==> config.mk <==
export PLATFORM = sky130hd
export DESIGN_NAME = decoder
export DESIGN_NICKNAME = d
export VERILOG_FILES = /design/src/source/rv_types_pkg.sv /design/src/source/rv_ctrl_pkg.sv /design/src/source/decoder.sv
export VERILOG_INCLUDE_DIRS = /design/src /design/src/source
export SDC_FILE = /design/constraint.sdc
export NUM_CORES = 1
export LEC_CHECK = 0
export BUFFER_PORTS_ARGS = -buffer_cell sky130_fd_sc_hd__clkbuf_2
export CORE_UTILIZATION = 39
export DETAILED_ROUTE_END_ITERATION = 10
export PLACE_DENSITY = 0.91
export SYNTH_ARGS = -nofsm -noshare
export SYNTH_HDL_FRONTEND = slang
export SYNTH_SLANG_ARGS = --single-unit
==> constraint.sdc <==
create_clock -name vclk -period 4.09
set_clock_uncertainty 0.05 [all_clocks]
set_input_delay 1.0225 -clock vclk [all_inputs]
set_output_delay 1.0225 -clock vclk [all_outputs]
set_load 0.05 [all_outputs]
==> src/source/rv_macros.svh <==
`ifndef RV_MACROS_SVH
`define RV_MACROS_SVH

`define RV_XLEN        32   // Data and instruction width
`define RV_REG_ADDR_W  5    // Register index width
`define RV_IMEM_AW     8    // 256 instruction words
`define RV_DMEM_AW     10   // 1 KiB of data bytes

`endif

==> src/source/rv_types_pkg.sv <==
`default_nettype none

`include "rv_macros.svh"

package rv_types_pkg;

    typedef logic [`RV_XLEN-1:0]       word_t;       // Data, address or instruction
    typedef logic [`RV_REG_ADDR_W-1:0] reg_addr_t;
    typedef logic [`RV_IMEM_AW-1:0]    imem_addr_t;  // Instruction word index

    typedef enum logic [3:0] {
        ALU_ADD,
        ALU_SUB,
        ALU_AND,
        ALU_OR,
        ALU_XOR,
        ALU_SLL,
        ALU_SRL,
        ALU_SRA,
        ALU_SLT,
        ALU_SLTU,
        ALU_PASS_B     // lui
    } alu_op_e;

endpackage

`default_nettype wire
==> src/source/rv_ctrl_pkg.sv <==
`default_nettype none

package rv_ctrl_pkg;

    typedef enum logic [1:0] {
        MEM_BYTE = 2'b00,  // Same code as funct3[1:0]
        MEM_HALF = 2'b01,
        MEM_WORD = 2'b10
    } mem_size_e;

    typedef enum logic [1:0] {
        WB_ALU,
        WB_MEM,
        WB_PC4             // Link value of jal and jalr
    } wb_src_e;

    typedef enum logic [1:0] {
        PC_SEQ,
        PC_BRANCH,
        PC_JAL,
        PC_JALR
    } pc_src_e;

    typedef struct packed {
        logic                  reg_write;
        logic                  alu_src_imm;   // Immediate as second operand
        rv_types_pkg::alu_op_e alu_op;
        wb_src_e               wb_src;
        logic                  mem_write;
        mem_size_e             mem_size;
        logic                  mem_unsigned;  // lbu and lhu
        logic                  branch;
        logic                  branch_ne;     // bne rather than beq
        pc_src_e               jump;
    } ctrl_t;

endpackage

`default_nettype wire

==> src/source/decoder.sv <==
`timescale 1ns/10ps
`default_nettype none

module decoder (
    input  rv_types_pkg::word_t     instr_i,
    output rv_ctrl_pkg::ctrl_t      ctrl_o,
    output rv_types_pkg::reg_addr_t rs1_o,
    output rv_types_pkg::reg_addr_t rs2_o,
    output rv_types_pkg::reg_addr_t rd_o,
    output rv_types_pkg::word_t     imm_o
);

    localparam logic [6:0] OPC_OP     = 7'b0110011;
    localparam logic [6:0] OPC_OP_IMM = 7'b0010011;
    localparam logic [6:0] OPC_LUI    = 7'b0110111;
    localparam logic [6:0] OPC_LOAD   = 7'b0000011;
    localparam logic [6:0] OPC_STORE  = 7'b0100011;
    localparam logic [6:0] OPC_BRANCH = 7'b1100011;
    localparam logic [6:0] OPC_JAL    = 7'b1101111;
    localparam logic [6:0] OPC_JALR   = 7'b1100111;

    logic [6:0] opcode;
    logic [2:0] funct3;
    logic       alt;    // funct7 bit 5 selects sub and sra

    // Shared funct3 mapping of register and immediate ALU ops
    function automatic rv_types_pkg::alu_op_e arith_op(input logic [2:0] f3,
                                                       input logic       alt_i);
        case (f3)
            3'b000:  return alt_i ? rv_types_pkg::ALU_SUB : rv_types_pkg::ALU_ADD;
            3'b001:  return rv_types_pkg::ALU_SLL;
            3'b010:  return rv_types_pkg::ALU_SLT;
            3'b011:  return rv_types_pkg::ALU_SLTU;
            3'b100:  return rv_types_pkg::ALU_XOR;
            3'b101:  return alt_i ? rv_types_pkg::ALU_SRA : rv_types_pkg::ALU_SRL;
            3'b110:  return rv_types_pkg::ALU_OR;
            default: return rv_types_pkg::ALU_AND;
        endcase
    endfunction

    assign opcode = instr_i[6:0];
    assign funct3 = instr_i[14:12];
    assign alt    = instr_i[30];
    assign rs1_o  = instr_i[19:15];
    assign rs2_o  = instr_i[24:20];
    assign rd_o   = instr_i[11:7];

    always_comb begin
        ctrl_o          = '0;                      // Unknown ops retire as no-op
        ctrl_o.alu_op   = rv_types_pkg::ALU_ADD;
        ctrl_o.wb_src   = rv_ctrl_pkg::WB_ALU;
        ctrl_o.mem_size = rv_ctrl_pkg::MEM_WORD;
        ctrl_o.jump     = rv_ctrl_pkg::PC_SEQ;
        imm_o           = {{20{instr_i[31]}}, instr_i[31:20]};  // I-type
        case (opcode)
            OPC_OP: begin
                ctrl_o.reg_write = 1'b1;
                ctrl_o.alu_op    = arith_op(funct3, alt);
            end
            OPC_OP_IMM: begin
                ctrl_o.reg_write   = 1'b1;
                ctrl_o.alu_src_imm = 1'b1;
                ctrl_o.alu_op      = arith_op(funct3, alt & (funct3 == 3'b101));
            end
            OPC_LUI: begin
                ctrl_o.reg_write   = 1'b1;
                ctrl_o.alu_src_imm = 1'b1;
                ctrl_o.alu_op      = rv_types_pkg::ALU_PASS_B;
                imm_o              = {instr_i[31:12], 12'b0};
            end
            OPC_LOAD: begin
                ctrl_o.reg_write    = 1'b1;
                ctrl_o.alu_src_imm  = 1'b1;
                ctrl_o.wb_src       = rv_ctrl_pkg::WB_MEM;
                ctrl_o.mem_size     = rv_ctrl_pkg::mem_size_e'(funct3[1:0]);
                ctrl_o.mem_unsigned = funct3[2];
            end
            OPC_STORE: begin
                ctrl_o.alu_src_imm = 1'b1;
                ctrl_o.mem_write   = 1'b1;
                ctrl_o.mem_size    = rv_ctrl_pkg::mem_size_e'(funct3[1:0]);
                imm_o              = {{20{instr_i[31]}}, instr_i[31:25], instr_i[11:7]};
            end
            OPC_BRANCH: begin
                ctrl_o.branch    = (funct3[2:1] == 2'b00);  // beq and bne only
                ctrl_o.branch_ne = funct3[0];
                imm_o = {{19{instr_i[31]}}, instr_i[31], instr_i[7], instr_i[30:25],
                         instr_i[11:8], 1'b0};
            end
            OPC_JAL: begin
                ctrl_o.reg_write = 1'b1;
                ctrl_o.wb_src    = rv_ctrl_pkg::WB_PC4;
                ctrl_o.jump      = rv_ctrl_pkg::PC_JAL;
                imm_o = {{11{instr_i[31]}}, instr_i[31], instr_i[19:12], instr_i[20],
                         instr_i[30:21], 1'b0};
            end
            OPC_JALR: begin
                ctrl_o.reg_write   = 1'b1;
                ctrl_o.alu_src_imm = 1'b1;
                ctrl_o.wb_src      = rv_ctrl_pkg::WB_PC4;
                ctrl_o.jump        = rv_ctrl_pkg::PC_JALR;
            end
            default: ;
        endcase
    end

endmodule

`default_nettype wire

Word level (Yosys, flattened, before mapping). Cells that the tools add are included.

Register bits after elaboration: 0. Input bits: 32. Output and inout bits: 63. Word-level logic and storage cells: 37.

Equal/unequal tests: 14. Muxes and demuxes: 16. Bitwise operators: 1. Reduce and logical (&&, ||, !) cells: 6.

Operators by type and width (count): one-hot mux 31 bit (4 select lines) (1); one-hot mux 4 bit (7 select lines) (2); equality test 7 x 6 -> 1 bit, second input constant (3); equality test 7 bit, second input constant (3); one-hot mux 4 bit (3 select lines) (1); equality test 3 bit, second input constant (3); 2-to-1 mux 1 bit (8); one-hot mux 2 bit (2 select lines) (2); equality test 7 x 2 -> 1 bit, second input constant (1); equality test 7 x 5 -> 1 bit, second input constant (1); equality test 3 x 2 -> 1 bit, second input constant (2); OR reduction 6 bit (1); OR reduction 5 bit (1); 2-to-1 mux 2 bit (2); OR reduction 2 bit (2); equality test 3 x 1 -> 1 bit, second input constant (1); zero test 3 bit (1); zero test 2 bit (1); bitwise AND 1 bit (1).

Longest topological paths before layout.
Depth after elaboration: 5. Depth in mapped cells: 6. Depth with buffers taken out: 4.

Worst setup path before layout. Ideal clock, no wire load.

Path type: input to output. Start: input port instr_i[6]. End: output port ctrl_o[13] (netlist bit). Arrival time: 3.242 ns. Required time: 3.018 ns. Path slack: -0.224 ns. Stages on the path: 4. Path buffers: 1. Path through: buf_6 or2_4 or2_1 o41ai_1.

RTL lines: from (decl) (line decoder.sv:5) `input rv_types_pkg::word_t instr_i,`; to (decl) (line decoder.sv:6) `output rv_ctrl_pkg::ctrl_t ctrl_o,`.

Worst setup path after layout.
Start: input port instr_i[2]. End: output port imm_o[4].

Longest elaborated chain between the ends: 2.

RTL lines: equality test 7 bit or equality test 7 x 6 -> 1 bit (tied branches) (line decoder.sv:55) `case (opcode)`; one-hot mux 31 bit (4 select lines) * (line decoder.sv:55); to (decl) (line decoder.sv:10) `output rv_types_pkg::word_t imm_o`.

Every way passes the cells marked *; elsewhere a longest branch is shown, timed or not.

==> out/summary.md <==
* outcome: finished clean
* num sequential: 0
* maximum fanout encountered on the critical timing path: 19
* hold bufs inserted after CTS: 0
* power density cells: 168 nW/um^2
* post-synthesis cell type count: 38
* arrival time worst endpoint: 2.50 ns
* final hold violation count: 0
* hold slack final: 2.31 ns
* Syn. warnings: 0
* actual transition at the worst max-transition pin: 0.334 ns
* area leader, netlist: sky130_fd_sc_hd__a21o_1
* layout cells sized above 1: 58.9%
* routed wire length: 2450 microns
* max-cap violations: 0
* horizontal die dimension: 48.3 microns
* unrepaired setup endpoints after global routing: no
* max-slew violation count: 0
* wire length per cell after detailed routing: 11.3 microns
* floorplan core area: 1980 sq um
* critical path class: input pin to primary output
* final non-filler cell area: 1170 sq um
* hold path startpoint: instr_i[18]
* nets in the synthesized netlist: 148
* power share of the clock group: 0%
* count of buffers added by post-CTS timing repair for setup: 0
* number of I/O port buffers: 95
* cell row count: 16
* die area: 2330 sq um
* vias in the first global route: 727
* fraction of power consumed by combinational cells: 100.0%
* kind of path behind the tightest hold check: input pin to primary output
* number of antenna violations at the first check in global routing: 0
* Final setup viols: 0
* switching power share of the total: 75.1%
* final layout net count: 224
* I/O pin cnt: 95
* synthesized netlist cell count: 116
* layout-stage area growth over the synthesis result: 40.8%
* first drt pass iteration count: 4
* antenna viol nets, final: 0
* Critical Path Sink Type: primary output
* die height: 48.3 microns
* drt drc: 0
* Period Utilization, post-route: 87.3%
* Min Clock Period, post-route: 3.57 ns
* Worst IR Drop VDD: 0.160 mV
* starting density of the core: 42.1%
* number of gates given a new drive strength after cts: 0
* number of DRC markers after the initial detailed-route iteration: 7
* pre-CTS setup slack: 0.537 ns
* P_leak: 0.749 nW
* # diodes: 0
* Sw Pwr: 0.148 mW
* clock buffer count: 0
* Hold Crit Endpoint: rs1_o[3]
* Max-slew headroom: 77.5%
* area share of the largest cell type after synthesis: 17.1%
* wire length of the first global-routing pass: 2980 microns
* final cell utilization of the core: 59.3%
* fin worst setup slack: 0.518 ns
* CP startpoint kind: input pin
* weighted congestion at the end of routability-driven global placement: 0.764
* Peak Freq: 280 MHz
* total negative setup slack: 0 ns
* summed instance area of the synthesized netlist: 835 sq um
* sequential fraction of design power: 0%
* top area cells in the synthesized netlist: sky130_fd_sc_hd__a21o_1 17%, sky130_fd_sc_hd__buf_4 16%, sky130_fd_sc_hd__buf_6 6.7%
* sequential standard cell area: 0 sq um
* CP required: 3.02 ns
* most frequent cell after synthesis: sky130_fd_sc_hd__a21o_1
* Detail Placement HPWL: 2090 microns
* largest net degree at the start of global routing: 20
* gr ovfl total: 0
* sequential cell area fraction in the yosys report: 0%
* count of vias placed by the detailed router: 1,089
* global router's overall resource usage: 17.2%
* mean cell area of the mapped netlist: 7.19 sq um
* per-cell via count in the routed design: 5.02
* Cells on Worst Hold Path: 2
* placed cell area: 1170 sq um
* most used standard cells in the synthesized netlist: 19 x sky130_fd_sc_hd__a21o_1, 18 x sky130_fd_sc_hd__buf_4
* Pint: 0.0491 mW
==> power groups by stage <==
stage          registers (mW)  logic [mW]  clock network (mW)
3_5_place_dp                0       0.197                   0
2_1_floorplan               0       0.159                   0
3_3_place_gp                0       0.196                   0
5_1_grt                     0       0.210                   0
4_1_cts                     0       0.198                   0
6_report                    0       0.197                   0
==> placed cells by master (no fill, tap or decap), types with 2 or more instances in the layout <==
| master | instances |
|---|---|
| sky130_fd_sc_hd__a21o_1 | 19 |
| sky130_fd_sc_hd__a21oi_1 | 4 |
| sky130_fd_sc_hd__a22o_1 | 4 |
| sky130_fd_sc_hd__buf_4 | 3 |
| sky130_fd_sc_hd__clkbuf_2 | 95 |
| sky130_fd_sc_hd__inv_1 | 5 |
| sky130_fd_sc_hd__nand2_1 | 6 |
| sky130_fd_sc_hd__nand2b_1 | 2 |
| sky130_fd_sc_hd__nand3_1 | 6 |
| sky130_fd_sc_hd__nor2_1 | 6 |
| sky130_fd_sc_hd__nor2b_1 | 6 |
| sky130_fd_sc_hd__nor3_1 | 5 |
| sky130_fd_sc_hd__nor3_4 | 2 |
| sky130_fd_sc_hd__o21ai_0 | 2 |
| sky130_fd_sc_hd__o41ai_2 | 2 |
| sky130_fd_sc_hd__or2_1 | 3 |
==> through the flow <==
step	power [mW]	std cells
final	0.197	217
after global routing	0.210	217
after CTS	0.198	217
after detailed placement	0.197	217
after global placement	0.196	217
after floorplan	0.159	116
==> logic make-up (layout without fill, tap and decap cells) <==
kind of cell    Yosys count  after routing  synth area share [%]
simple gates             47             47                  36.0
mux                       1              1                  1.20
buf+inv                  29            103                  26.1
compound gates           39             39                  36.7
==> per-layer routing <==
metal / up-vias / share of wire, % / routed length (microns) / global-route usage, %
li1: 553 / - / - / -
met1: 494 / 45 / 1090 / 23.5
met2: 40 / 50 / 1230 / 31.5
met3: 2 / 4.8 / 118 / 0.370
met4: 0 / 0.41 / 10 / 1.11
met5: - / 0 / 0 / 0
==> critical path: stages <==
cell and delay, ns:
sky130_fd_sc_hd__clkbuf_2 0.25, sky130_fd_sc_hd__nand2_1 0.17, sky130_fd_sc_hd__nor3_4 0.22, sky130_fd_sc_hd__buf_4 0.27, sky130_fd_sc_hd__nor2_1 0.12, sky130_fd_sc_hd__a22o_1 0.20, sky130_fd_sc_hd__clkbuf_2 0.24
==> how the worst max path moves through the flow <==
| stage | from | cells past startpoint | to |
|---|---|---|---|
| after floorplan | instr_i[6] | 4 | ctrl_o[10] |
| after global placement | instr_i[2] | 6 | imm_o[11] |
| after detailed placement | instr_i[2] | 7 | imm_o[4] |
| after CTS | instr_i[2] | 7 | imm_o[4] |
| after global routing | instr_i[2] | 7 | imm_o[4] |
| final | instr_i[2] | 7 | imm_o[4] |
==> final cells by class <==
| type | count | area (sq um) |
|---|---|---|
| repair buffers | 98 | 498 |
| fillers | 212 | 807 |
| multi-input cells | 87 | 624 |
| inverters | 5 | 18.8 |
| well taps | 27 | 33.8 |
Note: power is estimated with default switching activity, not from simulation.
