--- src/source/rv_macros.svh ---
`ifndef RV_MACROS_SVH
`define RV_MACROS_SVH

`define RV_XLEN        32   // Data and instruction width
`define RV_REG_ADDR_W  5    // Register index width
`define RV_IMEM_AW     8    // 256 instruction words
`define RV_DMEM_AW     10   // 1 KiB of data bytes

`endif

--- src/source/rv_types_pkg.sv ---
`default_nettype none

`include "rv_macros.svh"

package rv_types_pkg;

    typedef logic [`RV_XLEN-1:0]       word_t;       // Data, address or instruction
    typedef logic [`RV_REG_ADDR_W-1:0] reg_addr_t;
    typedef logic [`RV_IMEM_AW-1:0]    imem_addr_t;  // Instruction word index

    typedef enum logic [3:0] {
        ALU_ADD,
        ALU_SUB,
        ALU_AND,
        ALU_OR,
        ALU_XOR,
        ALU_SLL,
        ALU_SRL,
        ALU_SRA,
        ALU_SLT,
        ALU_SLTU,
        ALU_PASS_B     // lui
    } alu_op_e;

endpackage

`default_nettype wire
--- src/source/rv_ctrl_pkg.sv ---
`default_nettype none

package rv_ctrl_pkg;

    typedef enum logic [1:0] {
        MEM_BYTE = 2'b00,  // Same code as funct3[1:0]
        MEM_HALF = 2'b01,
        MEM_WORD = 2'b10
    } mem_size_e;

    typedef enum logic [1:0] {
        WB_ALU,
        WB_MEM,
        WB_PC4             // Link value of jal and jalr
    } wb_src_e;

    typedef enum logic [1:0] {
        PC_SEQ,
        PC_BRANCH,
        PC_JAL,
        PC_JALR
    } pc_src_e;

    typedef struct packed {
        logic                  reg_write;
        logic                  alu_src_imm;   // Immediate as second operand
        rv_types_pkg::alu_op_e alu_op;
        wb_src_e               wb_src;
        logic                  mem_write;
        mem_size_e             mem_size;
        logic                  mem_unsigned;  // lbu and lhu
        logic                  branch;
        logic                  branch_ne;     // bne rather than beq
        pc_src_e               jump;
    } ctrl_t;

endpackage

`default_nettype wire

--- src/source/alu.sv ---
`timescale 1ns/10ps
`default_nettype none

module alu (
    input  rv_types_pkg::word_t   a_i,
    input  rv_types_pkg::word_t   b_i,
    input  rv_types_pkg::alu_op_e op_i,
    output rv_types_pkg::word_t   result_o,
    output logic                  eq_o
);

    logic [4:0] shamt;

    assign shamt = b_i[4:0];
    assign eq_o  = (a_i == b_i);  // Branch compare

    always_comb begin
        case (op_i)
            rv_types_pkg::ALU_ADD:    result_o = a_i + b_i;
            rv_types_pkg::ALU_SUB:    result_o = a_i - b_i;
            rv_types_pkg::ALU_AND:    result_o = a_i & b_i;
            rv_types_pkg::ALU_OR:     result_o = a_i | b_i;
            rv_types_pkg::ALU_XOR:    result_o = a_i ^ b_i;
            rv_types_pkg::ALU_SLL:    result_o = a_i << shamt;
            rv_types_pkg::ALU_SRL:    result_o = a_i >> shamt;
            rv_types_pkg::ALU_SRA:    result_o = $signed(a_i) >>> shamt;
            rv_types_pkg::ALU_SLT:    result_o = {31'b0, $signed(a_i) < $signed(b_i)};
            rv_types_pkg::ALU_SLTU:   result_o = {31'b0, a_i < b_i};
            rv_types_pkg::ALU_PASS_B: result_o = b_i;
            default:                  result_o = '0;
        endcase
    end

endmodule

`default_nettype wire

--- src/source/alu_top.sv ---
`timescale 1ns/10ps
`default_nettype none

module alu_top (
    input  logic                    clk_i,
    input  logic                    rst_n_i,
    input  logic                    run_i,
    input  rv_ctrl_pkg::ctrl_t      ctrl_i,
    input  rv_types_pkg::reg_addr_t rs1_i,
    input  rv_types_pkg::reg_addr_t rs2_i,
    input  rv_types_pkg::reg_addr_t rd_i,
    input  rv_types_pkg::word_t     imm_i,
    input  rv_types_pkg::word_t     mem_rdata_i,
    input  rv_types_pkg::word_t     pc_plus4_i,
    output rv_types_pkg::word_t     alu_out_o,
    output rv_types_pkg::word_t     rs2_val_o,
    output rv_types_pkg::word_t     wb_data_o,
    output logic                    eq_o
);

    rv_types_pkg::word_t rs1_val;
    rv_types_pkg::word_t alu_b;
    logic                reg_we;

    assign reg_we = run_i & ctrl_i.reg_write;  // No writes while loading
    assign alu_b  = ctrl_i.alu_src_imm ? imm_i : rs2_val_o;

    always_comb begin
        case (ctrl_i.wb_src)
            rv_ctrl_pkg::WB_MEM: wb_data_o = mem_rdata_i;
            rv_ctrl_pkg::WB_PC4: wb_data_o = pc_plus4_i;
            default:             wb_data_o = alu_out_o;
        endcase
    end

    reg_file i_reg_file (
        .clk_i     ( clk_i ),
        .rst_n_i   ( rst_n_i ),
        .we_i      ( reg_we ),
        .rs1_i     ( rs1_i ),
        .rs2_i     ( rs2_i ),
        .rd_i      ( rd_i ),
        .wdata_i   ( wb_data_o ),
        .rs1_val_o ( rs1_val ),
        .rs2_val_o ( rs2_val_o )
    );

    alu i_alu (
        .a_i      ( rs1_val ),
        .b_i      ( alu_b ),
        .op_i     ( ctrl_i.alu_op ),
        .result_o ( alu_out_o ),
        .eq_o     ( eq_o )
    );

endmodule

`default_nettype wire

--- src/source/reg_file.sv ---
`timescale 1ns/10ps
`default_nettype none

`include "rv_macros.svh"

module reg_file (
    input  logic                    clk_i,
    input  logic                    rst_n_i,
    input  logic                    we_i,
    input  rv_types_pkg::reg_addr_t rs1_i,
    input  rv_types_pkg::reg_addr_t rs2_i,
    input  rv_types_pkg::reg_addr_t rd_i,
    input  rv_types_pkg::word_t     wdata_i,
    output rv_types_pkg::word_t     rs1_val_o,
    output rv_types_pkg::word_t     rs2_val_o
);

    rv_types_pkg::word_t regs [1:2**`RV_REG_ADDR_W-1];  // No storage for x0

    always_ff @(posedge clk_i or negedge rst_n_i) begin
        if (!rst_n_i) begin
            for (int i = 1; i < 2**`RV_REG_ADDR_W; i++) begin
                regs[i] <= '0;
            end
        end else if (we_i && rd_i != '0) begin
            regs[rd_i] <= wdata_i;
        end
    end

    assign rs1_val_o = (rs1_i == '0) ? '0 : regs[rs1_i];
    assign rs2_val_o = (rs2_i == '0) ? '0 : regs[rs2_i];

endmodule

`default_nettype wire

--- config.mk ---
export PLATFORM = sky130hd
export DESIGN_NAME = alu_top
export DESIGN_NICKNAME = d
export VERILOG_FILES = /design/src/source/rv_types_pkg.sv /design/src/source/rv_ctrl_pkg.sv /design/src/source/alu.sv /design/src/source/alu_top.sv /design/src/source/reg_file.sv
export VERILOG_INCLUDE_DIRS = /design/src /design/src/source
export SDC_FILE = /design/constraint.sdc
export NUM_CORES = 2
export LEC_CHECK = 0
export ABC_AREA = 1
export BUFFER_PORTS_ARGS = -buffer_cell sky130_fd_sc_hd__buf_2
export CELL_PAD_IN_SITES_DETAIL_PLACEMENT = 2
export CELL_PAD_IN_SITES_GLOBAL_PLACEMENT = 2
export CORE_MARGIN = 1.5
export CORE_UTILIZATION = 39
export CTS_CLUSTER_SIZE = 8
export DETAILED_ROUTE_END_ITERATION = 10
export GPL_TIMING_DRIVEN = 0
export PLACE_DENSITY = 0.87
export REMOVE_ABC_BUFFERS = 1
export SYNTH_ARGS = -nofsm -noshare
export SYNTH_HDL_FRONTEND = slang
export SYNTH_SLANG_ARGS = --single-unit
--- constraint.sdc ---
create_clock -name clk_i -period 8.8 [get_ports clk_i]
set_clock_uncertainty 0.05 [all_clocks]
set_input_delay 0.44 -clock clk_i [delete_from_list [all_inputs] [get_ports clk_i]]
set_output_delay 0.44 -clock clk_i [all_outputs]
set_load 0.01 [all_outputs]
==> summary.txt, run 1 <==
Logic synthesis
  – Post-Syn Instances: 10,270
  – Yosys warning total: 0
  – Post-synth cell types: 59
  – Syn avg cell area: 6.642 sq um
  – Mapped cell area: 0.06818 sq mm
  – Yosys reg bits: 992
  – Seq/Total Area, Yosys: 36.41%

Global routing
  – Antenna violations before repair: 132
  – Largest net degree at the start of global routing: 188
  – GR Util All Layers: 77.32%
  – Remaining Overflow, GRT: 17

Floorplan
  – Initial Util: 39.22%
  – Row Count: 153
  – Die height: 421.1 um
  – I/O pins: 227
  – Die span in x: 421.1 um

CTS
  – CTS Buf Count: 143
  – CTS sink cnt: 992
  – CTS H-tree depth: 4
  – Clock Tree Buf Depth: 3
  – Root Driver: clkbuf_16

STA
  – GR repair worst EP: wb_data_o[25]
  – Kind of the worst endpoint: output port

Status
  – Fail Step: global routing
  – Err: [ERROR GRT-0232] Routing congestion too high. Check the congestion heatmap in the GUI.
  – Status: stopped before the end

Placement
  – Port buffer count: 218
  – GPL Wtd Cong: 0.9803
  – Hpwl dp: 296,600 um
metal layers:
layer,GRT overflow,track usage [%]
met2,8,88.68
met1,3,77.01
met5,0,48.20
met4,6,73.84
met3,0,68.86
kinds of logic after synthesis:
family          after synthesis  share of synthesized area (%)
simple gates               6159                          38.41
xor+xnor                      5                        0.06423
compound gates             1604                          13.99
buf+inv                    1401                          9.191
fa+ha+maj                   104                          1.931
flops                       992                          36.41
stage by stage:
step           hold WS, ps  area (sq um)  setup TNS (ps)  setup slack, ps  instances
4_1_cts              135.5         76700               0            15.35      12340
2_1_floorplan        94.41         64020           -8310           -519.1       9425
3_5_place_dp         367.3         72300        -1182790            -2463      12150
3_3_place_gp         413.0         68020               -           -20130      11970
repair_timing:
item                                    CTS
hold endpoints to repair                 92
hold buffers                              1
cloned                                   11
endpoints found under the setup margin  801
gates resized for setup                  43
pin swaps                                 6
setup buffers                            11
synthesized netlist by cell type (all sizes together):
| cell type | count | share of area, % |
|---|---|---|
| o21ai | 621 | 4.7 |
| clkinv | 9 | 0.050 |
| o21bai | 13 | 0.14 |
| nor2 | 687 | 3.8 |
| a2111oi | 1 | 0.013 |
| a31o | 1 | 0.013 |
| nand3 | 1868 | 14 |
| o211ai | 258 | 2.8 |
| fa | 2 | 0.059 |
| nor3b | 1 | 0.011 |
| a22oi | 42 | 0.46 |
| dfrtp | 992 | 36 |
| nor4 | 3 | 0.028 |
| inv | 552 | 3.0 |
| o2111ai | 18 | 0.23 |
| o221ai | 26 | 0.33 |
| o31ai | 3 | 0.033 |
| buf | 517 | 4.3 |
| a221o | 31 | 0.46 |
| o221a | 17 | 0.28 |
| a211oi | 4 | 0.044 |
| nand4 | 61 | 0.60 |
| or2 | 19 | 0.17 |
| a21o | 8 | 0.088 |
| ha | 102 | 1.9 |
| a31oi | 17 | 0.16 |
| a221oi | 19 | 0.24 |
| and2 | 32 | 0.29 |
| nand3b | 9 | 0.099 |
| a21oi | 495 | 3.7 |
| a21boi | 4 | 0.044 |
| o22ai | 18 | 0.17 |
| o21a | 8 | 0.088 |
| clkbuf | 323 | 1.8 |
| nor3 | 28 | 0.21 |
| xor2 | 5 | 0.064 |
| and3 | 1 | 0.0092 |
| nand2 | 3450 | 19 |
==> inputs of run 2 (changes only) <==
--- a/config.mk
+++ b/config.mk
@@ -8,14 +8,11 @@
 export LEC_CHECK = 0
 export ABC_AREA = 1
 export BUFFER_PORTS_ARGS = -buffer_cell sky130_fd_sc_hd__buf_2
-export CELL_PAD_IN_SITES_DETAIL_PLACEMENT = 2
-export CELL_PAD_IN_SITES_GLOBAL_PLACEMENT = 2
 export CORE_MARGIN = 1.5
-export CORE_UTILIZATION = 39
-export CTS_CLUSTER_SIZE = 8
+export CORE_UTILIZATION = 27
 export DETAILED_ROUTE_END_ITERATION = 10
 export GPL_TIMING_DRIVEN = 0
-export PLACE_DENSITY = 0.87
+export PLACE_DENSITY_LB_ADDON = 0.15
 export REMOVE_ABC_BUFFERS = 1
 export SYNTH_ARGS = -nofsm -noshare
 export SYNTH_HDL_FRONTEND = slang
==> summary.txt, run 2 <==
Status
  – Status: finished, violations left
  – Failing checks: capacitance limit, slew limit

Power
  – Seq pwr share: 37.1%
  – Internal: 9434 uW
  – Clock network power share: 34.3%
  – P per Cell Area: 194.4 mW/mm^2
  – Comb power frac: 28.6%
  – Leak: 0.03799 uW
  – Post-layout power: 15,290 uW
  – Switch share: 38.31%
  – NetSw: 5860 uW
  – Peak supply drop: 0.1743 mV

CTS
  – CTS sink cnt: 992 (unchanged)
  – Root Driver: clkbuf_16
  – CTS tree: yes
  – Clock Tree Buf Depth: 3 (unchanged)
  – CTS clk-pin slew, worst paths: 60 ps
  – CTS H-tree depth: 3 (-1)
  – CTS Buf Count: 121 (-15%)
  – Later-pin clock latency in the skew report: 800 ps

STA
  – Worst slew pin tran: 1526 ps
  – Relative slew slack: -1.721%
  – Setup WS post-layout: 78.24 ps
  – Setup violations, final: 0
  – Final hold viol count: 0
  – Final Max Slew Viols: 27
  – Minimum clock period: 8722 ps
  – Setup TNS: 0 ps
  – Fmax: 114.7 MHz
  – Final worst path period share: 99.11%

Logic synthesis
  – Largest family of logic cells by synthesized area: simple AND/OR/NAND/NOR gates
  – Seq/Total Area, Yosys: 36.41% (unchanged)
  – Commonest cells in the synthesized netlist: nand2_1 (3,442), nand3_1 (1,814), dfrtp_1 (992)
  – Cell with the most instances after synthesis: nand2_1
  – Area leader, netlist: dfrtp_1
  – Ys flop type: dfrtp_1
  – Mapped cell area: 0.06818 sq mm (unchanged)
  – Post-synth cell types: 59 (unchanged)
  – Yosys warning total: 0 (unchanged)
  – Number of enable flip-flop cells after synthesis: 0 (unchanged)
  – Async S/R FF share, synth: 100.0% (unchanged)
  – Compound-gate portion of the synthesized area: 13.99% (unchanged)
  – Post-Synth Simple-Gate Area: 38.41% (unchanged)
  – Yosys reg bits: 992 (unchanged)
  – Synth top area cells: dfrtp_1 (36%), nand2_1 (19%), nand3_1 (13%)
  – Area share of xor/xnor cells in the synthesized design: 0.06423% (unchanged)
  – Post-Syn Instances: 10,270 (unchanged)
  – Post-Synth Adder-Cell Area: 1.931% (unchanged)
  – Syn avg cell area: 6.642 sq um (unchanged)
  – Fraction of synthesized area in multiplexers: 0% (unchanged)
  – Post-synth top area share: 36.41% (unchanged)

Global routing
  – Via count of the first global-routing pass: 71,640
  – Largest net degree at the start of global routing: 159
  – GR Util All Layers: 30.75%
  – Antenna violations before repair: 27
  – First-pass GRT wire length: 564,800 um
  – Remaining Overflow, GRT: 0

Floorplan
  – Die area: 0.2555 sq mm
  – Core Region: 0.2512 sq mm
  – Initial Util: 27.14% (-12 points)
  – Row Count: 184 (+20%)
  – Die height: 505.5 um (+20%)
  – I/O pins: 227 (unchanged)
  – Die span in x: 505.5 um (+20%)

Setup path
  – Reg2Reg Setup Slack: 2360 ps
  – Critical path startpoint: rs1_i[0]
  – Arrival time worst endpoint: 8230 ps
  – Critical Setup Path Class: in -> out
  – Reg2Reg Depth: 25
  – Worst path max stage delay: 560 ps
  – CP Launch Type: input port
  – R2R Path End: i_reg_file.regs[884]
  – CP most frequent cell: nand2_1
  – Req. time, crit path: 8310 ps
  – Worst-path fanout max: 84
  – Worst r2r src: i_reg_file.regs[548]
  – Worst Setup EP: wb_data_o[21]
  – Critical path capture point type: output pin
  – Slowest cell on the critical path: nand2_1

Placement
  – Hpwl dp: 257,100 um (-13%)
  – GPL Wtd Cong: 0.9095 (-7.2%)
  – Cells after DPL: 13,190 (+8.6%)
  – Dpl ws: -2491 ps (-27.64 ps)
  – Port buffer count: 218 (unchanged)

Routing
  – DR vias: 76,640
  – DR iter-0 viols: 10,160
  – Wire per inst: 30.55 um
  – 1st-pass router iterations: 8
  – Total Wirelength: 410,600 um
  – DRC viols: 0
  – Vias per cell: 5.702
  – Routed Antenna Nets: 0

Final layout
  – Largest register FFs: 992
  – Share of layout cells above drive strength 1: 9.170%
  – Multi-input combinational cell area: 0.03784 sq mm
  – Top Registers: i_reg_file.regs x992
  – Most frequent cells in the layout: nand2_1 (3,432), nand3_1 (1,804), dfrtp_1 (992), nor2_1 (638), o21ai_0 (520)
  – P&R area growth vs syn: 15.39%
  – Register Area: 0.02482 sq mm
  – Layout fillers: 27,030
  – Utilization after layout: 31.32%
  – Biggest register: i_reg_file.regs
  – Final #Nets: 10,230
  – Final std cells w/o fill: 13,440
  – Commonest non-fill, non-tap cell in the layout: nand2_1

Job
  – Max Cap Viol: 1

Worst hold path
  – Worst hold path type: in -> reg
[run 2: cell families (layout without fill, tap and decap cells)]
group,count (synthesis),after routing
adders and majority gates,104,104
DFF,992,992
xor gates and xnor gates,5,5
buffers and inverters,1401,1216
AOI/OAI and AO/OA,1604,1604
and+or+nand+nor,6159,6166
other,0,5
[run 2: per-layer routing]
metal  vias to the layer above  wire length (um)  track usage [%]
li1                      33450                 -                -
met1                     37610            164900            39.99
met2                      4572            175200            46.39
met3                       985             39970            6.458
met4                        20             30470            19.03
met5                         -               119                0
[run 2: stage by stage]
stage	instance area (sq um)	hold slack (ps)
after CTS	78420	95.97
after global placement	69300	415.5
after global routing	78660	124.4
after detailed placement	73980	377.2
final	78670	132.9
after floorplan	64020	94.41
[run 2: worst max-delay path, delay by kind of cell]
kind	cells	cell delay (ps)
AND/OR/NAND/NOR	10	2520
buffers and inverters	9	2530
adder cells (fa/ha/maj)	1	500
AO/OA/AOI/OAI	7	1600
[run 2: area by class of cell]
| type | instances | share of cell area [%] |
|---|---|---|
| antenna | 5 | 0.01590 |
| clock buffer | 191 | 4.670 |
| clock inverter | 27 | 0.3817 |
| inverter | 561 | 2.826 |
| multi-input combinational | 7879 | 48.10 |
| sequential | 992 | 31.55 |
| tap | 3348 | 5.325 |
| timing repair buffer | 437 | 7.124 |
[run 2: repair_timing]
action	CTS	global route
endpoints found under the hold margin	79	0
setup buffers	12	5
gates cloned	7	5
setup endpoints to repair	489	20
pin swaps	10	4
hold buffers	1	0
resized for setup	37	23
[run 2: worst min-delay path by stage]
stage	from	endpoint	slack (ps)	depth (start not counted)
after floorplan	rst_n_i	i_reg_file.regs[0]	90	0
after global placement	i_reg_file.regs[822]	i_reg_file.regs[822]	420	2
after detailed placement	rst_n_i	i_reg_file.regs[446]	380	1
after CTS	rd_i[1]	i_reg_file.regs[0]	100	5
after global routing	rd_i[1]	i_reg_file.regs[0]	120	5
final	rd_i[1]	i_reg_file.regs[0]	130	5
[run 2: power groups by stage]
| stage | sequential [uW] | combinational [uW] | clock, uW |
|---|---|---|---|
| after global placement | 5730 | 4030 | 0 |
| final | 5680 | 4370 | 5250 |
| after detailed placement | 5730 | 4150 | 0 |
| after floorplan | 5630 | 2330 | 0 |
| after global routing | 5760 | 4700 | 5440 |
| after CTS | 5660 | 4240 | 5280 |
Note: power is estimated with default switching activity, not from simulation.
