## config.mk

```make
export PLATFORM = sky130hd
export DESIGN_NAME = pc_unit
export DESIGN_NICKNAME = d
export VERILOG_FILES = /design/src/source/rv_types_pkg.sv /design/src/source/rv_ctrl_pkg.sv /design/src/source/pc_unit.sv
export VERILOG_INCLUDE_DIRS = /design/src /design/src/source
export SDC_FILE = /design/constraint.sdc
export NUM_CORES = 1
export LEC_CHECK = 0
export ABC_AREA = 1
export BUFFER_PORTS_ARGS = -buffer_cell sky130_fd_sc_hd__clkbuf_2
export CAP_MARGIN = 10
export CORE_ASPECT_RATIO = 1.75
export CORE_UTILIZATION = 45
export CTS_CLUSTER_SIZE = 14
export DETAILED_ROUTE_END_ITERATION = 8
export PLACE_DENSITY = 0.71
export SYNTH_ARGS = -nofsm -noshare
export SYNTH_HDL_FRONTEND = slang
export SYNTH_SLANG_ARGS = --single-unit
```

## constraint.sdc

```tcl
create_clock -name clk_i -period 3.05 [get_ports clk_i]
set_input_delay 0.305 -clock clk_i [delete_from_list [all_inputs] [get_ports clk_i]]
set_output_delay 0.305 -clock clk_i [all_outputs]
set_load 0.02 [all_outputs]
```

## src/source/rv_macros.svh

```systemverilog
`ifndef RV_MACROS_SVH
`define RV_MACROS_SVH

`define RV_XLEN        32   // Data and instruction width
`define RV_REG_ADDR_W  5    // Register index width
`define RV_IMEM_AW     8    // 256 instruction words
`define RV_DMEM_AW     10   // 1 KiB of data bytes

`endif

```

## src/source/rv_types_pkg.sv

```systemverilog
`default_nettype none

`include "rv_macros.svh"

package rv_types_pkg;

    typedef logic [`RV_XLEN-1:0]       word_t;       // Data, address or instruction
    typedef logic [`RV_REG_ADDR_W-1:0] reg_addr_t;
    typedef logic [`RV_IMEM_AW-1:0]    imem_addr_t;  // Instruction word index

    typedef enum logic [3:0] {
        ALU_ADD,
        ALU_SUB,
        ALU_AND,
        ALU_OR,
        ALU_XOR,
        ALU_SLL,
        ALU_SRL,
        ALU_SRA,
        ALU_SLT,
        ALU_SLTU,
        ALU_PASS_B     // lui
    } alu_op_e;

endpackage

`default_nettype wire
```

## src/source/rv_ctrl_pkg.sv

```systemverilog
`default_nettype none

package rv_ctrl_pkg;

    typedef enum logic [1:0] {
        MEM_BYTE = 2'b00,  // Same code as funct3[1:0]
        MEM_HALF = 2'b01,
        MEM_WORD = 2'b10
    } mem_size_e;

    typedef enum logic [1:0] {
        WB_ALU,
        WB_MEM,
        WB_PC4             // Link value of jal and jalr
    } wb_src_e;

    typedef enum logic [1:0] {
        PC_SEQ,
        PC_BRANCH,
        PC_JAL,
        PC_JALR
    } pc_src_e;

    typedef struct packed {
        logic                  reg_write;
        logic                  alu_src_imm;   // Immediate as second operand
        rv_types_pkg::alu_op_e alu_op;
        wb_src_e               wb_src;
        logic                  mem_write;
        mem_size_e             mem_size;
        logic                  mem_unsigned;  // lbu and lhu
        logic                  branch;
        logic                  branch_ne;     // bne rather than beq
        pc_src_e               jump;
    } ctrl_t;

endpackage

`default_nettype wire

```

## src/source/pc_unit.sv

```systemverilog
`timescale 1ns/10ps
`default_nettype none

module pc_unit (
    input  logic                clk_i,
    input  logic                rst_n_i,
    input  logic                run_i,
    input  rv_ctrl_pkg::ctrl_t  ctrl_i,
    input  logic                eq_i,
    input  rv_types_pkg::word_t imm_i,
    input  rv_types_pkg::word_t alu_out_i,
    output rv_types_pkg::word_t pc_o,
    output rv_types_pkg::word_t pc_plus4_o
);

    rv_ctrl_pkg::pc_src_e sel;
    rv_types_pkg::word_t  next_pc;
    logic                 taken;

    assign taken      = ctrl_i.branch & (eq_i ^ ctrl_i.branch_ne);  // bne inverts eq
    assign pc_plus4_o = pc_o + 32'd4;

    always_comb begin
        sel = ctrl_i.jump;
        if (sel == rv_ctrl_pkg::PC_SEQ && taken) begin
            sel = rv_ctrl_pkg::PC_BRANCH;
        end
        case (sel)
            rv_ctrl_pkg::PC_BRANCH,
            rv_ctrl_pkg::PC_JAL:  next_pc = pc_o + imm_i;
            rv_ctrl_pkg::PC_JALR: next_pc = {alu_out_i[31:1], 1'b0};
            default:              next_pc = pc_plus4_o;
        endcase
    end

    always_ff @(posedge clk_i or negedge rst_n_i) begin
        if (!rst_n_i) begin
            pc_o <= '0;
        end else if (!run_i) begin
            pc_o <= '0;  // Parked while the program loads
        end else begin
            pc_o <= next_pc;
        end
    end

endmodule

`default_nettype wire

```

### After elaboration in Yosys (flattened, before gate mapping)

Index checks and enable logic that the tools add are counted.

| storage, ports and cells | value |
|---|---|
| input port bits | 84 |
| word-level logic and storage cells | 14 |
| output and inout port bits | 64 |
| register bits | 32 |

| cells by class | value |
|---|---|
| bitwise logic cells | 2 |
| mux-type cells | 3 |
| reduce and logical (&&, ||, !) cells | 3 |
| equal/unequal tests | 3 |
| add/subtract/negate cells | 2 |

Operators by type and width:

| operator | number |
|---|---|
| case mux 32 bit (2 select lines) | 1 |
| adder 32 x 3 -> 32 bit, second input constant | 1 |
| adder 32 bit | 1 |
| two-way mux 32 bit | 1 |
| equality test 2 bit, second input constant | 2 |
| equality test 2 x 1 -> 1 bit, second input constant | 1 |
| logical NOT 2 bit | 1 |
| two-way mux 2 bit | 1 |
| OR reduction 2 bit | 1 |
| AND 1 bit | 1 |
| logical AND 1 bit | 1 |
| XOR 1 bit | 1 |

### Depth between registers and ports, before layout

Gate-level depths: netlist of the first run.

| depth | value |
|---|---|
| depth in word-level cells | 8 |
| depth in mapped cells | 14 |
| mapped depth without buffers | 14 |

### Worst setup path before layout of the first run

OpenSTA, ideal clock, no wires.

| timing | value |
|---|---|
| kind | flip-flop to flip-flop |
| from | reg pc_o[0] |
| to | reg pc_o[16] |
| arrival time | 1984 ps |
| path slack | 943 ps |
| buffers on the path | 0 |
| clock period less this slack | 2107 ps |
| data required time | 2927 ps |
| cell stages (with the launch flop) | 12 |
| library setup time | 123 ps |
| path through | dfrtp_1 ha_1 fa_1 nand3_1 nand3_1 nand2_1 nand2_1 nand2_1 nand2_1 or2_2 nand3_1 a21oi_1 |

| between the ends | value |
|---|---|
| cells in the longest elaborated chain, start to end | 3 |
| elaborated cells on any way between the ends | 4 |
| those cells by class | add/sub (2); mux (2) |

Ends and longest elaborated chain:

| what | RTL line | source |
|---|---|---|
| start: declaration | pc_unit.sv:12 | `output rv_types_pkg::word_t pc_o,` |
| start signal: assignment | pc_unit.sv:42 | `pc_o <= next_pc;` |
| adder 32 x 3 -> 32 bit / adder 32 bit (equally long branches) | pc_unit.sv:21, pc_unit.sv:30 |  |
| case mux 32 bit (2 select lines) (*) | pc_unit.sv:28 | `case (sel)` |
| two-way mux 32 bit (*) | pc_unit.sv:39 | `end else if (!run_i) begin` |

Every way passes the cells marked *; elsewhere a longest branch is shown, timed or not.

### Final worst setup path of the first run

| timing | value |
|---|---|
| from | reg pc_o[2] |
| to | out pc_plus4_o[18] |

| between the ends | value |
|---|---|
| cells in the longest elaborated chain, start to end | 1 |

Ends and longest elaborated chain:

| what | RTL line | source |
|---|---|---|
| adder 32 x 3 -> 32 bit | pc_unit.sv:21 | `assign pc_plus4_o = pc_o + 32'd4;` |
| end: declaration | pc_unit.sv:13 | `output rv_types_pkg::word_t pc_plus4_o` |

No other way between the ends.

==> qor.txt, run 1 <==
Status - finished, final reports clean
Post-route cell area - 0.00595 mm²
GP Congestion - 0.957
CTS Buf Count - 5
Critical Path AT - 2280 ps
Die Ht - 141 µm
CP Capture Type - primary output
Final Cycle Share - 0.848
Synth Warn # - 0
# diodes - 0
Fmax achieved - 387 MHz
Unrepaired setup endpoints after global routing - no
Vias in the first global route - 5653
Crit Reg-Reg Startpoint - pc_o[5]$_DFF_PN0_
Clock tree buffer depth - 2
Worst-Skew Late Latency - 280 ps
FFs w/ async S/R, synth - 1.00
Startpoint types - flip-flop
WHS - 121 ps
Max Slew Vio Count - 0
Avg Inst Size Synth - 5.32 µm²
CP delay by family, top - simple AND/OR/NAND/NOR gates
Initial Util - 0.465
Synthesized cell area - 0.00500 mm²
Post-synth EDFFs - 0
Post-synth top area share - 0.284
Total number of vias - 6030
Die ar. - 0.0116 mm²
Regs by FF count - pc_o x32
GRT Util Overall - 0.324
CTS clk-pin slew, worst paths - 50 ps
TNS Setup - 0 ps
PwrDens - 404 mW/mm²
Internal - 1.24 mW
Die Wd - 81.7 µm
Type of the tightest min-delay check - primary input to asynchronous set/reset pin
Critical path class - flip-flop to primary output
Total Wirelength - 18100 µm
Final ANT Viol Nets - 0
Post-cts resize count - 0
Data required, critical path - 2740 ps
CP Max Fanout - 7
Core box area - 0.0108 mm²
Worst Tran Pin Value - 923 ps
Worst path slowest cell - dfrtp_1
Post-layout min period - 2590 ps
I/O Buffers - 134
# rows - 50
Rel. slew slack - 0.384
Setup violators final - 0
P_leak - 3.73 nW
Max-Cap Viols - 0
Syn_nets - 1058
Crit-path cells - ha_1 > nand3_4 > nor2_4 > nand2_1 > nor3_1 > xor2_1 > inv_1 > clkbuf_2
Vias per std cell - 5.03
# DRC - 0
Total grt overflow - 0
Drt first-iter violations - 283
Register bit count reported by yosys - 32
Max reg flops - 32
Number of nets in the layout - 1187
Final Hold Violating Endpoints - 0
Hpwl dp - 15200 µm
Most flop-heavy register - pc_o
Placed inst area - 0.00580 mm²
CTS H-Tree Depth - 2
Seq pwr share - 0.249
Max stage delay on crit path - 500 ps
First-pass GRT wire length - 27600 µm
Largest net degree at the start of global routing - 50
Initial antenna violation count - 0
CTS Root Cell - clkbuf_16
VDD IR max - 0.359 mV
Critical Path Start - pc_o[2]$_DFF_PN0_
Area grow syn2layout - 18.9%
Hold_buf cts - 0
Share of cells above drive strength 1 - 0.161
Ys flop type - dfrtp_1
Sw Pwr - 1.16 mW
Largest area contributor in the netlist - nand2_1
WL/cell - 15.1 µm
Switching Share - 0.485
Post-Synthesis Cells - 940
CP bufs+invs - 2
Top post-synthesis cells by area - nand2_1, dfrtp_1, inv_1
Yosys cell types - 35
Clock tree sinks - 32
Sequential share of the synthesized area - 0.160
Post-CTS Setup Inserts - 0
Clk_skew - 4.75 ps
Io pins - 148
Clock group share of total power - 0.207
Logic pwr share - 0.544
DRT Pass-1 Iters - 5
CTS tree - built
-- cells in the final DEF, fill, tap and decap left out, types with 16 or more instances in the layout --
cell type | netlist | routed
a21oi_1 | 39 | 39
ha_1 | 33 | 33
o21ai_0 | 17 | 17
nand2_1 | 379 | 379
nand3_1 | 68 | 68
clkbuf_2 | 1 | 134
nor2_1 | 72 | 72
nor3_1 | 16 | 16
inv_1 | 188 | 188
dfrtp_1 | 32 | 32
-- final cells by class --
cell class | instances | area, µm²
flip-flops and latches | 32 | 801
inverters | 188 | 706
multi-input cells | 703 | 3420
fillers | 1224 | 4810
well taps | 130 | 163
clock buffers | 8 | 146
repair buffers | 139 | 708
-- worst paths after layout --
path	end	slack (ps)	cells after the start
worst max-delay path	pc_plus4_o[18]	460	8
worst min-delay path	pc_o[29]$_DFF_PN0_	120	1
worst max register to register	pc_o[23]$_DFF_PN0_	760	11
worst min register to register	pc_o[0]$_DFFE_PN0P_	620	2
max in group asynchronous	pc_o[12]$_DFF_PN0_	2400	1
min in group clk_i	pc_o[5]$_DFF_PN0_	270	3
-- Yosys cell counts, drive strengths merged, types with 3 or more instances --
cell	instances
nand4	9
a31oi	12
dfrtp	32
ha	33
o21ai	20
clkbuf	13
nand3b	3
or2	14
a21oi	39
nor2	78
nand3	69
buf	4
xnor2	3
inv	188
nor3	18
o21bai	3
nand2	381
xor2	16
-- worst register-to-register path, delay by kind of cell (launching register included) --
family / cells / cell delay [ps]
flip-flops: 1 / 490
AND/OR/NAND/NOR: 9 / 1130
AO/OA/AOI/OAI: 1 / 200
adder cells (fa/ha/maj): 1 / 410
-- cell families (layout without fill, tap and decap cells) --
| logic type | after synthesis | count (layout) | share of synthesized area |
|---|---|---|---|
| AND/OR/NAND/NOR | 573 | 573 | 0.480 |
| buffers and inverters | 205 | 335 | 0.156 |
| AO/OA/AOI/OAI | 77 | 77 | 0.0833 |
| adder cells (fa/ha/maj) | 34 | 34 | 0.0865 |
| flip-flops | 32 | 32 | 0.160 |
| XOR/XNOR | 19 | 19 | 0.0348 |
-- metrics by stage --
stage | std cells | total power [mW] | setup WS (ps) | utilization
after floorplan | 940 | 1.44 | 943 | -
after global routing | 1200 | 2.58 | 394 | 0.553
after global placement | 1192 | 1.89 | 790 | 0.539
final | 1200 | 2.40 | 463 | 0.553
after CTS | 1200 | 2.40 | 474 | 0.553
after detailed placement | 1192 | 1.90 | 783 | 0.539
-- metal layers --
| metal | share of wire | track usage | vias to the layer above |
|---|---|---|---|
| met2 | 0.51 | 0.595 | 220 |
| met3 | 0.046 | 0.0418 | 70 |
| met5 | 0 | 0 | - |
| met4 | 0.088 | 0.250 | 0 |
| li1 | - | - | 3126 |
| met1 | 0.35 | 0.313 | 2614 |
-- power groups by stage --
| stage | clock, mW | sequential, mW | combinational, mW |
|---|---|---|---|
| 3_3_place_gp | 0 | 0.601 | 1.28 |
| 6_report | 0.496 | 0.599 | 1.31 |
| 2_1_floorplan | 0 | 0.612 | 0.827 |
| 3_5_place_dp | 0 | 0.603 | 1.29 |
| 5_1_grt | 0.525 | 0.599 | 1.46 |
| 4_1_cts | 0.507 | 0.596 | 1.30 |
Power figures use the tool's default switching activity.
==> inputs of run 2 (changes only) <==
Settings changed: ABC_AREA 1 to 0, PLACE_DENSITY 0.71 to 0.77.
Clock period 3.05 ns to 2.3 ns, I/O delays scaled along.
==> run 2 against run 1 <==
  * The run now ends with negative setup slack left
  * Routed wire length rose by 6.6%
  * Core utilization rose by 25 points
  * Via count fell by 7.9%
  * Sequential power rose by 20%
  * Worst hold slack got worse by 32 ps
  * Total power rose by 66%
==> qor.txt, run 2 <==
CP Capture Type - flip-flop
Avg Inst Size Synth - 7.89 µm²
Vias per std cell - 6.41
CTS Root Cell - clkbuf_16
Clock tree sinks - 32
Most flop-heavy register - pc_o
Total grt overflow - 0
GP Congestion - 1.07
Rel. slew slack - 0.354
Setup violators final - 39
CTS tree - built
Clk_skew - 6.93 ps
Post-synth EDFFs - 0
Post-synth top area share - 0.203
Tot Pwr - 3.99 mW
Post-route cell area - 0.00676 mm²
Worst r2r dst - pc_o[18]$_DFF_PN0_
DRT Pass-1 Iters - 5
R2R cell count - 10
Clock tree buffer depth - 2
Regs by FF count - pc_o x32
Die ar. - 0.00918 mm²
Type of the tightest min-delay check - primary input to asynchronous set/reset pin
Critical Path AT - 2880 ps
Sequential share of the synthesized area - 0.203
Initial antenna violation count - 0
Die Ht - 126 µm
Top post-synthesis cells by area - dfrtp_1, ha_1, xnor2_1
FFs w/ async S/R, synth - 1.00
GRT Util Overall - 0.381
Most common cell after layout, fill and taps aside - buf_4
Commonest cells post-synth - nand2_1, a21oi_1, nor2_1
Placed insts - 827
Share of cells above drive strength 1 - 0.537
Number of nets in the layout - 868
R2R setup slack - -400 ps
CTS H-Tree Depth - 2
Worst Tran Pin Value - 969 ps
Max reg flops - 32
Hpwl dp - 12300 µm
Syn_nets - 619
TNS Setup - -6960 ps
Unrepaired setup endpoints after global routing - yes
Critical path class - flip-flop to flip-flop
Synthesized cell area - 0.00395 mm²
Max-Cap Viols - 0
Startpoint types - flip-flop
Post-layout min period - 2700 ps
Final ANT Viol Nets - 0
Area grow syn2layout - 71.0%
Max Slew Vio Count - 0
Final Util - 0.803
Top-count cell post-synth - nand2_1
Initial Util - 0.469
Fmax achieved - 370 MHz
CTS Buf Count - 5
Largest area contributor in the netlist - dfrtp_1
Synth Warn # - 0
Total number of vias - 5552
Post-Synthesis Cells - 501
Final Cycle Share - 1.18
P_leak - 3.34 nW
Yosys cell types - 71
Die Wd - 72.9 µm
Data required, critical path - 2480 ps
Non-Filler Instances - 866
# rows - 44
Final Hold Violating Endpoints - 0
Status - finished with violations
CTS clk-pin slew, worst paths - 60 ps
Total Wirelength - 19300 µm
Setup ws final - -403 ps
I/O Buffers - 134
Vias in the first global route - 5432
Io pins - 148
Placed inst area - 0.00560 mm²
Core box area - 0.00842 mm²
WL/cell - 22.3 µm
First-pass GRT wire length - 26700 µm
Register bit count reported by yosys - 32
Pre-CTS WS - -313 ps
# DRC - 0
VDD IR max - 0.516 mV
Failing checks - negative setup slack
Drt first-iter violations - 484
Commonest cells after routing, fill and taps aside - buf_4, clkbuf_2, nand2_1
Crit Reg-Reg Startpoint - pc_o[0]$_DFFE_PN0P_
Worst-Skew Late Latency - 290 ps
PwrDens - 590 mW/mm²
Ys flop type - dfrtp_1
# diodes - 0
CP Max Fanout - 3
WHS - 88.6 ps
Fill cell count - 488
Largest net degree at the start of global routing - 33
run 2: cell count changes in the layout (fill, tap and decap cells not counted), sizes merged, moves of 11 or more:
cell,before,now
clkbuf,142,131
nand2,381,51
buf,5,152
xnor2,3,27
nand3,69,17
inv,188,15
or2,14,0
a21o,1,13
nor2,78,39
and3,0,11
a211oi,0,11
run 2: layer usage:
layer  GRT usage  vias up  share of wire
met5           0        -              0
met4       0.283        0          0.097
met3      0.0584      171          0.068
met2       0.698      408           0.52
met1       0.370     2625           0.31
li1            -     2348              -
run 2: cells by family (layout without fill, tap and decap cells):
group	after synthesis	count (layout)	synth area share
AND/OR/NAND/NOR	175	175	0.229
AO/OA/AOI/OAI	155	155	0.274
buffers and inverters	48	298	0.0503
XOR/XNOR	47	47	0.108
adder cells (fa/ha/maj)	34	34	0.109
flip-flops	32	32	0.203
multiplexers	10	10	0.0263
run 2: worst max-delay path by stage:
stage / startpoint / to / slack, ps / cells after the start
after floorplan: pc_o[0]$_DFFE_PN0P_ / pc_o[28]$_DFF_PN0_ / -210 / 10
after global placement: pc_o[0]$_DFFE_PN0P_ / pc_o[28]$_DFF_PN0_ / -300 / 10
after detailed placement: pc_o[0]$_DFFE_PN0P_ / pc_o[28]$_DFF_PN0_ / -310 / 10
after CTS: pc_o[3]$_DFF_PN0_ / pc_o[26]$_DFF_PN0_ / -290 / 10
after global routing: pc_o[0]$_DFFE_PN0P_ / pc_o[30]$_DFF_PN0_ / -490 / 10
final: pc_o[0]$_DFFE_PN0P_ / pc_o[18]$_DFF_PN0_ / -400 / 10
run 2: final cells by class:
class / count / area (µm²) / area share
inverter: 15 / 56.3 / 0.00833
tap: 115 / 144 / 0.0213
clock buffer: 8 / 156 / 0.0231
timing repair buffer: 275 / 1930 / 0.285
sequential: 32 / 813 / 0.120
multi-input combinational: 421 / 3660 / 0.542
run 2: where the power goes:
part / internal (mW) / total (mW) / switching (mW)
sequential: 0.639 / 0.716 / 0.0770
combinational: 1.16 / 2.53 / 1.37
clock: 0.462 / 0.736 / 0.274
run 2: worst max-delay path, stage by stage (launching register included):
cell and delay, ps:
dfrtp_2 420, ha_4 170, fa_2 380, a211o_1 300, a21o_1 210, nand4_1 140
nand2_2 120, a31oi_2 260, o21ai_0 170, mux2i_1 160, o221a_2 250
run 2: timing repair:
item,CTS,global route
pin swaps,47,41
setup buffers,21,16
endpoints found under the setup margin,36,42
gates resized for setup,79,83
hold buffers,0,0
==> inputs of run 3 (changes only) <==
Settings changed: CORE_MARGIN set to 5, PLACE_DENSITY 0.77 to 0.74.
Clock period 2.3 ns to 2.85 ns, I/O delays scaled along.
==> run 3 against run 2 <==
  * The flow now finishes without violations
  * Clock power is 24% lower
  * Critical path depth unchanged
  * Core utilization decreased by 22 points
  * Sequential share of layout area rose by 4.0 points
==> qor.txt, run 3 (synthesis gave the netlist of run 2 again) <==
Vias per std cell - 6.02
Critical path class - flip-flop to flip-flop
Most flop-heavy register - pc_o
Logic pwr share - 0.533
Commonest cells after routing, fill and taps aside - clkbuf_2, nand2_1, a21oi_1
Setup ws final - 97.4 ps
Rel. slew slack - 0.393
Number of nets in the layout - 747
Initial Util - 0.459
Die Wd - 80.9 µm
Worst Tran Pin Value - 910 ps
CP bufs+invs - 0
CP Max Fanout - 3
Initial antenna violation count - 0
Switching Share - 0.442
Status - finished, final reports clean
WL met1 - 4840 µm
Worst path slowest cell - dfrtp_1
WL/cell - 18.8 µm
# rows - 45
Drt first-iter violations - 287
CTS Root Cell - clkbuf_16
Share of cells above drive strength 1 - 0.303
Total Wirelength - 14100 µm
Final Hold Violating Endpoints - 0
VDD IR max - 0.389 mV
CTS Buf Count - 5
TNS Setup - 0 ps
# DRC - 0
Routed wl met3 - 911 µm
Max Slew Vio Count - 0
Vias in the first global route - 4642
Final ANT Viol Nets - 0
Hpwl dp - 10900 µm
Total grt overflow - 0
Largest net degree at the start of global routing - 33
Fmax achieved - 363 MHz
Setup violators final - 0
Total number of vias - 4495
Io pins - 148
Wire length on met2 - 7670 µm
Placed insts - 738
CTS tree - built
Worst-Skew Late Latency - 280 ps
WHS - 119 ps
Fill cell count - 818
Die Ht - 134 µm
Max reg flops - 32
GRT Util Overall - 0.260
CTS clk-pin slew, worst paths - 60 ps
Max-Cap Viols - 0
CP delay by family, top - compound AO/OA/AOI/OAI gates
Clk_skew - 4.12 ps
First-pass GRT wire length - 22100 µm
Crit-path cells - ha_2 > fa_1 > a211o_1 > a21o_1 > nand4_1 > nand2_2 > a211oi_4 > o41ai_4 > mux2_1 > a21oi_2
Data required, critical path - 3060 ps
Most common cell after layout, fill and taps aside - clkbuf_2
# diodes - 0
Internal - 1.39 mW
DRT Pass-1 Iters - 5
Clock tree buffer depth - 2
Startpoint types - flip-flop
CP Capture Type - flip-flop
Core box area - 0.00861 mm²
Seq pwr share - 0.242
Sw Pwr - 1.10 mW
Clock group share of total power - 0.225
Critical Path AT - 2970 ps
Multi-input gate area - 0.00301 mm²
Register Area - 801 µm²
Type of the tightest min-delay check - primary input to asynchronous set/reset pin
Max stage delay on crit path - 380 ps
Post-layout min period - 2750 ps
P_leak - 2.58 nW
Pre-CTS WS - 8.78 ps
Non-Filler Instances - 747
Area grow syn2layout - 26.0%
I/O Buffers - 134
Hold_buf cts - 0
Final Cycle Share - 0.966
PwrDens - 500 mW/mm²
Die ar. - 0.0108 mm²
Clock tree sinks - 32
GP Congestion - 0.942
Highest Signal Layer - met4
CTS H-Tree Depth - 2
Regs by FF count - pc_o x32
[run 3: cell types whose count changed in the layout (fill, tap and decap cells not counted), moves of 12 or more]
cell	change
clkbuf_2	+16
ha_1	+12
buf_4	-103
buf_6	-26
ha_4	-12
[run 3: stage by stage]
stage          instance area [µm²]  utilization  total power, mW
2_1_floorplan                 3950            -             1.49
6_report                      4980        0.578             2.49
3_3_place_gp                  4770        0.554             1.87
4_1_cts                       4920        0.571             2.46
3_5_place_dp                  4770        0.554             1.89
5_1_grt                       4980        0.578             2.64
[run 3: worst paths after layout]
path                                      from                  to  slack [ps]  cells after the start
setup / recovery           pc_o[0]$_DFFE_PN0P_  pc_o[28]$_DFF_PN0_         100                     10
hold / removal                         rst_n_i  pc_o[28]$_DFF_PN0_         120                      1
setup reg to reg           pc_o[0]$_DFFE_PN0P_  pc_o[28]$_DFF_PN0_         100                     10
hold reg to reg              pc_o[2]$_DFF_PN0_   pc_o[2]$_DFF_PN0_         610                      1
max in group asynchronous              rst_n_i  pc_o[14]$_DFF_PN0_        2150                      1
min in group clk_i               alu_out_i[20]  pc_o[20]$_DFF_PN0_         290                      3
[run 3: timing repair]
item / in CTS / in global routing
pin swaps: 0 / 4
setup endpoints to repair: 2 / 5
setup buffers: 0 / 1
gates resized for setup: 1 / 10
[run 3: layout make-up]
class,instances,area share
sequential,32,0.161
clock buffer,8,0.0294
tap,117,0.0294
timing repair buffer,154,0.165
inverter,15,0.0113
multi-input combinational,421,0.604
[run 3: power groups by stage]
stage | sequential [mW] | clock (mW) | combinational, mW
floorplan | 0.664 | 0 | 0.825
global placement | 0.605 | 0 | 1.27
detailed placement | 0.607 | 0 | 1.28
global route | 0.612 | 0.582 | 1.44
finish | 0.603 | 0.561 | 1.33
CTS | 0.600 | 0.568 | 1.29
[run 3: layer usage]
| metal | global-route usage | up-vias |
|---|---|---|
| met2 | 0.489 | 234 |
| met5 | 0 | - |
| met3 | 0.0323 | 46 |
| met4 | 0.143 | 0 |
| li1 | - | 2112 |
| met1 | 0.267 | 2103 |
